File: config.mk
export PLATFORM = sky130hd
export DESIGN_NAME = tile_mem_top
export DESIGN_NICKNAME = d
export VERILOG_FILES = /design/src/verilog/tile_mem_pkg.sv /design/src/verilog/cfg_regs.sv /design/src/verilog/clint_slice.sv /design/src/verilog/loopback_dev.sv /design/src/verilog/mem_cmd_dispatch.sv /design/src/verilog/mem_resp_arbiter.sv /design/src/verilog/tile_mem_top.sv
export SDC_FILE = /design/constraint.sdc
export NUM_CORES = 1
export LEC_CHECK = 0
export ABC_AREA = 1
export BUFFER_PORTS_ARGS = -buffer_cell sky130_fd_sc_hd__buf_2
export CORE_MARGIN = 10
export CORE_UTILIZATION = 45
export CTS_CLUSTER_SIZE = 10
export DETAILED_ROUTE_END_ITERATION = 7
export PLACE_DENSITY_LB_ADDON = 0.3
export SYNTH_ARGS = -nofsm -noshare
export SYNTH_HDL_FRONTEND = slang
export SYNTH_SLANG_ARGS = --single-unit
File: constraint.sdc
create_clock -name clk_i -period 4.03 [get_ports clk_i]
set_input_delay 0.403 -clock clk_i [delete_from_list [all_inputs] [get_ports clk_i]]
set_output_delay 0.403 -clock clk_i [all_outputs]
set_load 0.005 [all_outputs]
File: src/verilog/tile_mem_pkg.sv
// Types, address map and register offsets of the tile memory fabric.
// Every RTL module takes what it needs by a wildcard import.
package tile_mem_pkg;

  typedef logic [39:0] paddr_t;
  typedef logic [63:0] dword_t;
  typedef logic [3:0]  dev_id_t;
  typedef logic [19:0] dev_offset_t;
  typedef logic [5:0]  core_id_t;
  typedef logic [3:0]  did_t;

  typedef enum logic [0:0]
  {
    e_mem_rd   = 1'b0
    , e_mem_wr = 1'b1
  } mem_opcode_e;

  // Single-beat message for commands and responses alike
  typedef struct packed
  {
    mem_opcode_e opcode;
    paddr_t      addr;
    dword_t      data;
  } mem_msg_t;

  // View of a local address below the DRAM base
  typedef struct packed
  {
    logic [15:0] upper;
    dev_id_t     dev;
    dev_offset_t offset;
  } local_addr_t;

  typedef struct packed
  {
    logic     freeze;
    core_id_t core_id;
    did_t     host_did;
  } cfg_bus_t;

  typedef struct packed
  {
    logic timer;
    logic software;
    logic external;
  } irq_t;

  localparam dev_id_t cache_dev_c = 4'd0;
  localparam dev_id_t clint_dev_c = 4'd1;
  localparam dev_id_t cfg_dev_c   = 4'd2;

  localparam dev_offset_t cfg_freeze_offset_c   = 20'h0_0000;
  localparam dev_offset_t cfg_core_id_offset_c  = 20'h0_0008;
  localparam dev_offset_t cfg_host_did_offset_c = 20'h0_0010;

  // CLINT layout follows the usual RISC-V offsets
  localparam dev_offset_t clint_msip_offset_c     = 20'h0_0000;
  localparam dev_offset_t clint_mtimecmp_offset_c = 20'h0_4000;
  localparam dev_offset_t clint_plic_offset_c     = 20'h0_b000;
  localparam dev_offset_t clint_mtime_offset_c    = 20'h0_bff8;

endpackage

File: src/verilog/cfg_regs.sv
// Tile configuration registers for freeze, core id and the host domain id.
// Each accepted command leaves one response in a single-entry buffer.
`timescale 1ns/1ps

module cfg_regs
  import tile_mem_pkg::*;
  (input logic          clk_i
   , input logic        reset_i

   , input mem_msg_t    cmd_i
   , input logic        cmd_v_i
   , output logic       cmd_ready_o

   , output mem_msg_t   resp_o
   , output logic       resp_v_o
   , input logic        resp_yumi_i

   , input did_t        host_did_i
   , output cfg_bus_t   cfg_bus_o
   );

  local_addr_t cmd_addr;
  dev_offset_t offset;
  logic        is_write;
  logic        cmd_accept;
  dword_t      rdata;
  logic        freeze_r;
  core_id_t    core_id_r;
  mem_msg_t    resp_r;
  logic        resp_v_r;

  assign cmd_addr   = cmd_i.addr;
  assign offset     = cmd_addr.offset;
  assign is_write   = (cmd_i.opcode == e_mem_wr);
  assign cmd_ready_o = ~resp_v_r;
  assign cmd_accept = cmd_v_i & cmd_ready_o;

  // Writes and unknown offsets answer with zero
  always_comb
  begin
    rdata = '0;
    if (!is_write)
    begin
      case (offset)
        cfg_freeze_offset_c:   rdata = dword_t'(freeze_r);
        cfg_core_id_offset_c:  rdata = dword_t'(core_id_r);
        cfg_host_did_offset_c: rdata = dword_t'(host_did_i);
        default:               rdata = '0;
      endcase
    end
  end

  always_ff @(posedge clk_i)
  begin
    if (reset_i)
    begin
      freeze_r  <= 1'b1;
      core_id_r <= '0;
    end
    else if (cmd_accept & is_write)
    begin
      if (offset == cfg_freeze_offset_c)
        freeze_r <= cmd_i.data[0];
      else if (offset == cfg_core_id_offset_c)
        core_id_r <= cmd_i.data[$bits(core_id_t)-1:0];
    end
  end

  always_ff @(posedge clk_i)
  begin
    if (reset_i)
      resp_v_r <= 1'b0;
    else if (cmd_accept)
      resp_v_r <= 1'b1;
    else if (resp_yumi_i)
      resp_v_r <= 1'b0;
  end

  always_ff @(posedge clk_i)
  begin
    if (cmd_accept)
      resp_r <= '{opcode: cmd_i.opcode, addr: cmd_i.addr, data: rdata};
  end

  assign resp_o    = resp_r;
  assign resp_v_o  = resp_v_r;
  assign cfg_bus_o = '{freeze: freeze_r, core_id: core_id_r, host_did: host_did_i};

endmodule

File: src/verilog/clint_slice.sv
// Core-local interruptor with machine timer, timer compare, software and external bits.
// Register access uses the same single-entry response buffer as the other devices.
`timescale 1ns/1ps

module clint_slice
  import tile_mem_pkg::*;
  (input logic          clk_i
   , input logic        reset_i

   , input mem_msg_t    cmd_i
   , input logic        cmd_v_i
   , output logic       cmd_ready_o

   , output mem_msg_t   resp_o
   , output logic       resp_v_o
   , input logic        resp_yumi_i

   , output irq_t       irq_o
   );

  local_addr_t cmd_addr;
  dev_offset_t offset;
  logic        is_write;
  logic        cmd_accept;
  dword_t      rdata;
  dword_t      mtime_r;
  dword_t      mtimecmp_r;
  logic        msip_r;
  logic        plic_r;
  mem_msg_t    resp_r;
  logic        resp_v_r;

  assign cmd_addr    = cmd_i.addr;
  assign offset      = cmd_addr.offset;
  assign is_write    = (cmd_i.opcode == e_mem_wr);
  assign cmd_ready_o = ~resp_v_r;
  assign cmd_accept  = cmd_v_i & cmd_ready_o;

  always_comb
  begin
    rdata = '0;
    if (!is_write)
    begin
      case (offset)
        clint_msip_offset_c:     rdata = dword_t'(msip_r);
        clint_mtimecmp_offset_c: rdata = mtimecmp_r;
        clint_plic_offset_c:     rdata = dword_t'(plic_r);
        clint_mtime_offset_c:    rdata = mtime_r;
        default:                 rdata = '0;
      endcase
    end
  end

  // mtime free-runs and a write to it takes over for that cycle
  always_ff @(posedge clk_i)
  begin
    if (reset_i)
    begin
      mtime_r    <= '0;
      mtimecmp_r <= '1;
      msip_r     <= 1'b0;
      plic_r     <= 1'b0;
    end
    else
    begin
      mtime_r <= mtime_r + 1'b1;
      if (cmd_accept & is_write)
      begin
        case (offset)
          clint_msip_offset_c:     msip_r <= cmd_i.data[0];
          clint_mtimecmp_offset_c: mtimecmp_r <= cmd_i.data;
          clint_plic_offset_c:     plic_r <= cmd_i.data[0];
          clint_mtime_offset_c:    mtime_r <= cmd_i.data;
          default:                 ;
        endcase
      end
    end
  end

  always_ff @(posedge clk_i)
  begin
    if (reset_i)
      resp_v_r <= 1'b0;
    else if (cmd_accept)
      resp_v_r <= 1'b1;
    else if (resp_yumi_i)
      resp_v_r <= 1'b0;
  end

  always_ff @(posedge clk_i)
  begin
    if (cmd_accept)
      resp_r <= '{opcode: cmd_i.opcode, addr: cmd_i.addr, data: rdata};
  end

  assign resp_o   = resp_r;
  assign resp_v_o = resp_v_r;

  // Timer level holds while mtime has reached the compare value
  assign irq_o = '{timer: (mtime_r >= mtimecmp_r), software: msip_r, external: plic_r};

endmodule

File: src/verilog/loopback_dev.sv
// Catch-all device for unmapped local addresses.
// Echoes opcode and address back with zero data.
`timescale 1ns/1ps

module loopback_dev
  import tile_mem_pkg::*;
  (input logic          clk_i
   , input logic        reset_i

   , input mem_msg_t    cmd_i
   , input logic        cmd_v_i
   , output logic       cmd_ready_o

   , output mem_msg_t   resp_o
   , output logic       resp_v_o
   , input logic        resp_yumi_i
   );

  logic     cmd_accept;
  mem_msg_t resp_r;
  logic     resp_v_r;

  assign cmd_ready_o = ~resp_v_r;
  assign cmd_accept  = cmd_v_i & cmd_ready_o;

  always_ff @(posedge clk_i)
  begin
    if (reset_i)
      resp_v_r <= 1'b0;
    else if (cmd_accept)
      resp_v_r <= 1'b1;
    else if (resp_yumi_i)
      resp_v_r <= 1'b0;
  end

  always_ff @(posedge clk_i)
  begin
    if (cmd_accept)
      resp_r <= '{opcode: cmd_i.opcode, addr: cmd_i.addr, data: '0};
  end

  assign resp_o   = resp_r;
  assign resp_v_o = resp_v_r;

endmodule

File: src/verilog/mem_cmd_dispatch.sv
// Address decode of the tile command stream and fan-out to the four targets.
// Exactly one target valid rises, and only when every target is ready.
`timescale 1ns/1ps

module mem_cmd_dispatch
  import tile_mem_pkg::*;
  #(parameter paddr_t dram_base_addr_p = 40'h00_8000_0000)
  (input mem_msg_t      cmd_i
   , input logic        cmd_v_i
   , output logic       cmd_ready_and_o

   , input logic        mem_ready_i
   , input logic        cfg_ready_i
   , input logic        clint_ready_i
   , input logic        loopback_ready_i

   , output logic       mem_v_o
   , output logic       cfg_v_o
   , output logic       clint_v_o
   , output logic       loopback_v_o
   );

  local_addr_t local_addr;
  dev_id_t     dev_id;
  logic        is_local;
  logic        is_mem;
  logic        is_cfg;
  logic        is_clint;
  logic        is_loopback;
  logic        cmd_fire;

  assign local_addr = cmd_i.addr;
  assign dev_id     = local_addr.dev;
  assign is_local   = (cmd_i.addr < dram_base_addr_p);

  // Device 0 in the local window is routed out to the cache side
  assign is_mem      = ~is_local | (dev_id == cache_dev_c);
  assign is_cfg      = is_local & (dev_id == cfg_dev_c);
  assign is_clint    = is_local & (dev_id == clint_dev_c);
  assign is_loopback = is_local & ~is_mem & ~is_cfg & ~is_clint;

  assign cmd_ready_and_o = mem_ready_i & cfg_ready_i & clint_ready_i & loopback_ready_i;

  // Gate with the combined ready so a target never consumes
  // a command the source still holds
  assign cmd_fire = cmd_v_i & cmd_ready_and_o;

  assign mem_v_o      = is_mem & cmd_fire;
  assign cfg_v_o      = is_cfg & cmd_fire;
  assign clint_v_o    = is_clint & cmd_fire;
  assign loopback_v_o = is_loopback & cmd_fire;

endmodule

File: src/verilog/mem_resp_arbiter.sv
// Fixed-priority merge of the four response sources onto one response port.
// Memory port wins, then cfg, clint and loopback.
`timescale 1ns/1ps

module mem_resp_arbiter
  import tile_mem_pkg::*;
  (input mem_msg_t      mem_resp_i
   , input logic        mem_resp_v_i
   , output logic       mem_resp_yumi_o
   , input mem_msg_t    cfg_resp_i
   , input logic        cfg_resp_v_i
   , output logic       cfg_resp_yumi_o
   , input mem_msg_t    clint_resp_i
   , input logic        clint_resp_v_i
   , output logic       clint_resp_yumi_o
   , input mem_msg_t    loopback_resp_i
   , input logic        loopback_resp_v_i
   , output logic       loopback_resp_yumi_o

   , output mem_msg_t   resp_o
   , output logic       resp_v_o
   , input logic        resp_yumi_i
   );

  logic [3:0] req;
  logic [3:0] grant;

  // Bit 0 is the highest priority
  assign req   = {loopback_resp_v_i, clint_resp_v_i, cfg_resp_v_i, mem_resp_v_i};
  assign grant = req & ~(req - 4'd1);

  always_comb
  begin
    case (grant)
      4'b0001: resp_o = mem_resp_i;
      4'b0010: resp_o = cfg_resp_i;
      4'b0100: resp_o = clint_resp_i;
      4'b1000: resp_o = loopback_resp_i;
      default: resp_o = '0;
    endcase
  end

  assign resp_v_o = |req;

  assign mem_resp_yumi_o      = resp_yumi_i & grant[0];
  assign cfg_resp_yumi_o      = resp_yumi_i & grant[1];
  assign clint_resp_yumi_o    = resp_yumi_i & grant[2];
  assign loopback_resp_yumi_o = resp_yumi_i & grant[3];

endmodule

File: src/verilog/tile_mem_top.sv
// Memory-side command fabric of one tile with dispatch, local devices and response merge.
// The memory port leaves the tile for the L2 and DRAM path.
`timescale 1ns/1ps

module tile_mem_top
  import tile_mem_pkg::*;
  #(parameter paddr_t dram_base_addr_p = 40'h00_8000_0000)
  (input logic          clk_i
   , input logic        reset_i

   , input mem_msg_t    cmd_i
   , input logic        cmd_v_i
   , output logic       cmd_ready_and_o

   , output mem_msg_t   resp_o
   , output logic       resp_v_o
   , input logic        resp_yumi_i

   , output mem_msg_t   mem_cmd_o
   , output logic       mem_cmd_v_o
   , input logic        mem_cmd_ready_and_i
   , input mem_msg_t    mem_resp_i
   , input logic        mem_resp_v_i
   , output logic       mem_resp_yumi_o

   , input did_t        host_did_i
   , output cfg_bus_t   cfg_bus_o
   , output irq_t       irq_o
   );

  logic     reset_r;
  logic     cfg_cmd_v, cfg_cmd_ready;
  logic     clint_cmd_v, clint_cmd_ready;
  logic     loopback_cmd_v, loopback_cmd_ready;
  mem_msg_t cfg_resp, clint_resp, loopback_resp;
  logic     cfg_resp_v, clint_resp_v, loopback_resp_v;
  logic     cfg_resp_yumi, clint_resp_yumi, loopback_resp_yumi;

  // One register stage on reset before it fans out to the devices
  always_ff @(posedge clk_i)
    reset_r <= reset_i;

  // Command payload goes to every target and only the valid is steered
  assign mem_cmd_o = cmd_i;

  mem_cmd_dispatch
   #(.dram_base_addr_p(dram_base_addr_p))
   dispatch
    (.cmd_i(cmd_i)
     ,.cmd_v_i(cmd_v_i)
     ,.cmd_ready_and_o(cmd_ready_and_o)
     ,.mem_ready_i(mem_cmd_ready_and_i)
     ,.cfg_ready_i(cfg_cmd_ready)
     ,.clint_ready_i(clint_cmd_ready)
     ,.loopback_ready_i(loopback_cmd_ready)
     ,.mem_v_o(mem_cmd_v_o)
     ,.cfg_v_o(cfg_cmd_v)
     ,.clint_v_o(clint_cmd_v)
     ,.loopback_v_o(loopback_cmd_v)
     );

  cfg_regs
   cfg
    (.clk_i(clk_i)
     ,.reset_i(reset_r)
     ,.cmd_i(cmd_i)
     ,.cmd_v_i(cfg_cmd_v)
     ,.cmd_ready_o(cfg_cmd_ready)
     ,.resp_o(cfg_resp)
     ,.resp_v_o(cfg_resp_v)
     ,.resp_yumi_i(cfg_resp_yumi)
     ,.host_did_i(host_did_i)
     ,.cfg_bus_o(cfg_bus_o)
     );

  clint_slice
   clint
    (.clk_i(clk_i)
     ,.reset_i(reset_r)
     ,.cmd_i(cmd_i)
     ,.cmd_v_i(clint_cmd_v)
     ,.cmd_ready_o(clint_cmd_ready)
     ,.resp_o(clint_resp)
     ,.resp_v_o(clint_resp_v)
     ,.resp_yumi_i(clint_resp_yumi)
     ,.irq_o(irq_o)
     );

  loopback_dev
   loopback
    (.clk_i(clk_i)
     ,.reset_i(reset_r)
     ,.cmd_i(cmd_i)
     ,.cmd_v_i(loopback_cmd_v)
     ,.cmd_ready_o(loopback_cmd_ready)
     ,.resp_o(loopback_resp)
     ,.resp_v_o(loopback_resp_v)
     ,.resp_yumi_i(loopback_resp_yumi)
     );

  mem_resp_arbiter
   resp_arb
    (.mem_resp_i(mem_resp_i)
     ,.mem_resp_v_i(mem_resp_v_i)
     ,.mem_resp_yumi_o(mem_resp_yumi_o)
     ,.cfg_resp_i(cfg_resp)
     ,.cfg_resp_v_i(cfg_resp_v)
     ,.cfg_resp_yumi_o(cfg_resp_yumi)
     ,.clint_resp_i(clint_resp)
     ,.clint_resp_v_i(clint_resp_v)
     ,.clint_resp_yumi_o(clint_resp_yumi)
     ,.loopback_resp_i(loopback_resp)
     ,.loopback_resp_v_i(loopback_resp_v)
     ,.loopback_resp_yumi_o(loopback_resp_yumi)
     ,.resp_o(resp_o)
     ,.resp_v_o(resp_v_o)
     ,.resp_yumi_i(resp_yumi_i)
     );

endmodule

==> out/results.ini <==
[outcome]
status = finished clean

[final_layout]
num-nets-final = 2907
area_delta_synth_final_pct = 16.4
mostFrequentLayoutCell = nand2_1
post-route-cell-area_um2 = 21600
multi_input_area_um2 = 7930
regArea_um2 = 8620
fillers = 3886
layout_common_cells = nand2_1, buf_2, nor2_1, inv_1, edfxtp_1
layout-drive-gt1-share_pct = 20.9

[global_route]
grt_start_max_net_pins = 80
antenna_found_initial = 2
grt_pass1_vias = 16600
met3_usage_pct = 5.22
grt_pass1_wl_mm = 95.7
track_usage_pct = 23.9
top_usage_layer = met2
grtUsageMet1_pct = 29.4
grt.overflow.total = 0
gr-usage-met2_pct = 42.1

[die]
die_area_um2 = 49800
core_area_um2 = 40800
initial_utilization_pct = 45.5
rows = 74
fp.dieH_um = 223
die_w_um = 223
ios = 448

[pwr]
power.share.switching_pct = 22.3
p_leak_nw = 10.1
clkPwrFrac_pct = 44.5
seq_power_share_pct = 49.1
power.density_nw_per_um2 = 339
internal_power_mw = 5.70
ir_drop_uv = 218
power_frac_comb_pct = 6.4
switchingPower_mw = 1.64

[setup_path]
crit_path_max_incr_delay_ps = 540
reg2regPathDepth = 6
cp.required_ps = 3630
cp_max_fo = 8
end_kind = output pin
worst-r2r-setup-slack_ps = 1670
worstSetupEndpoint = irq_o[2]
crit_slowest_cell = nor3_1
cpMostUsedCell = nand2_1
timing.rr.end = clint.resp_o[25]
worst_setup_path_start_kind = register
timing.rr.start = cfg.resp_v_o
crit_arrival_ps = 2640
worstPathCellList = ha_1, nand2_1, nor2_1, nand2_1, nor3_1, nand2_1, nor2_1, nand2_1, nand2_1, buf_2
cp-startpoint = clint.mtime_r[53]
path_class = reg -> out

[clocking]
clk_latency_ps = 550
clock-sinks = 334
cts_buffer_depth = 3
cts_tree = yes
htree_num_levels = 2
cts_setup_buffers = 0
clkTransAtPathRegs_ps = 60
cts-root-buf = clkbuf_16
numCtsBuffers = 40

[placement]
gp_congestion = 0.899
dp_hpwl_mm = 47.3
dpl_cell_area_um2 = 20500
port_buffers = 447

[timing]
rsz0062_at_grt = no
setup_tns_ps = 0
worstMarginPinSlew_ps = 923
hold_violations = 0
drv_slew = 0
holdWs_ps = 77.6
slew_headroom_pct = 38.4
fmax_mhz = 329
skew_ps = 17.1
period_share_pct = 75.5
setup_viol = 0
fin_crit_ps = 3040

[route]
antenna_left = 0
viasPerCell = 5.25
drtIter0Drc = 1260
drc = 0
wire_per_inst_um = 19.5
dr_total_vias = 16700
routed_wl_mm = 62.1
firstDrtPassIters = 5

[min_path]
hp-class = in -> reg
worstHoldStart = cmd_i[90]

[synthesis]
synth_nets = 2604
yosysSeqAreaShare_pct = 46.4
synth_area_per_cell_um2 = 8.02
synth.distinct_cells = 41
async_flop_share_pct = 0
yosysWarnings = 0
synth-seq-cells = 334
synthFlopType = edfxtp_1
synth-edff-count = 193
synth_area_um2 = 18600
syn_inst = 2319

[flow_run]
cap_violations = 0

-- power by group through the flow --
| stage | clock network, mW | logic [mW] | registers, mW |
|---|---|---|---|
| 6_report | 3.27 | 0.467 | 3.60 |
| 3_5_place_dp | 0 | 0.470 | 3.67 |
| 4_1_cts | 3.35 | 0.474 | 3.60 |
| 3_3_place_gp | 0 | 0.463 | 3.67 |
| 5_1_grt | 3.48 | 0.514 | 3.60 |
| 2_1_floorplan | 0 | 0.226 | 3.67 |
-- layout make-up --
cell class / count / share of cell area [%]
Tap cell: 532 / 3.08
Timing Repair Buffer: 467 / 11.2
Multi-Input combinational cell: 1560 / 36.6
Clock inverter: 4 / 0.168
Antenna cell: 2 / 0.0231
Inverter: 219 / 3.83
Clock buffer: 69 / 5.22
Sequential cell: 334 / 39.8
-- worst min-delay path by stage --
stage	endpoint	cells after the start
3_5_place_dp	cfg.freeze_r	2
2_1_floorplan	reset_r	0
5_1_grt	cfg.resp_o[90]	1
6_report	loopback.resp_o[90]	1
4_1_cts	loopback.resp_o[90]	1
3_3_place_gp	cfg.freeze_r	2
-- cell families (layout without fill, tap and decap cells) --
kind of cell / after synthesis / in the layout / share of synthesized area, %
XOR/XNOR: 32 / 32 / 1.51
AND/OR/NAND/NOR: 1207 / 1207 / 27.1
buffers and inverters: 425 / 759 / 11.2
AO/OA/AOI/OAI: 256 / 256 / 9.48
other: 0 / 2 / 0
flip-flops: 334 / 334 / 46.4
adder cells (fa/ha/maj): 65 / 65 / 4.37
-- cells in the mapped netlist, types with 5 or more instances --
| master | n | share of area, % |
|---|---|---|
| nor3_1 | 18 | 0.48 |
| a22o_1 | 58 | 2.7 |
| ha_1 | 65 | 4.4 |
| xor2_1 | 16 | 0.75 |
| xnor2_1 | 16 | 0.75 |
| o211ai_2 | 10 | 0.67 |
| o211ai_1 | 5 | 0.20 |
| inv_2 | 5 | 0.10 |
| nor2_1 | 337 | 6.8 |
| edfxtp_1 | 193 | 31 |
| o21ai_1 | 8 | 0.22 |
| clkbuf_1 | 56 | 1.1 |
| nor2_2 | 12 | 0.40 |
| buf_4 | 115 | 4.6 |
| buf_2 | 30 | 0.81 |
| nand3b_1 | 5 | 0.20 |
| nand3_1 | 121 | 3.3 |
| o21ai_0 | 58 | 1.6 |
| a22oi_1 | 63 | 2.5 |
| inv_1 | 212 | 4.3 |
| nand4_1 | 83 | 2.8 |
| a21oi_1 | 47 | 1.3 |
| nand2_1 | 619 | 12 |
| dfxtp_1 | 141 | 15 |
-- sequential cells by signal, summed over array words and instances (netlist names) --
register and count:
cfg.core_id_r 6, cfg.freeze_r 1, cfg.resp_o 47, cfg.resp_v_o 1
clint.msip_r 1, clint.mtime_r 64, clint.mtimecmp_r 64, clint.plic_r 1
clint.resp_o 105, clint.resp_v_o 1, loopback.resp_o 41, loopback.resp_v_o 1
reset_r 1
-- through the flow --
stage	setup WS, ps	total power [mW]	utilization (%)	instances
floorplan	663	3.90	-	2319
global placement	1290	4.14	50.1	3111
detailed placement	1230	4.14	50.1	3111
CTS	994	7.42	53.0	3185
global route	856	7.59	53.0	3186
finish	987	7.34	53.0	3187
-- layer usage --
layer	vias up	part of all wire [%]
met5	-	0
met4	0	1.6
met3	60	6.9
met2	564	50
met1	7900	41
li1	8211	-
-- worst max-delay path, delay by kind of cell, from the launching register on --
| family | cells | cell delay [ps] |
|---|---|---|
| simple gates | 8 | 1180 |
| flops | 1 | 420 |
| fa+ha+maj | 1 | 350 |
| buf+inv | 1 | 120 |
-- timing repair --
item / in CTS / in global routing
hold buffers: 1 / 0
endpoints found under the hold margin: 1 / 0
gates resized for setup: 0 / 0
(Power assumes the default switching activity.)
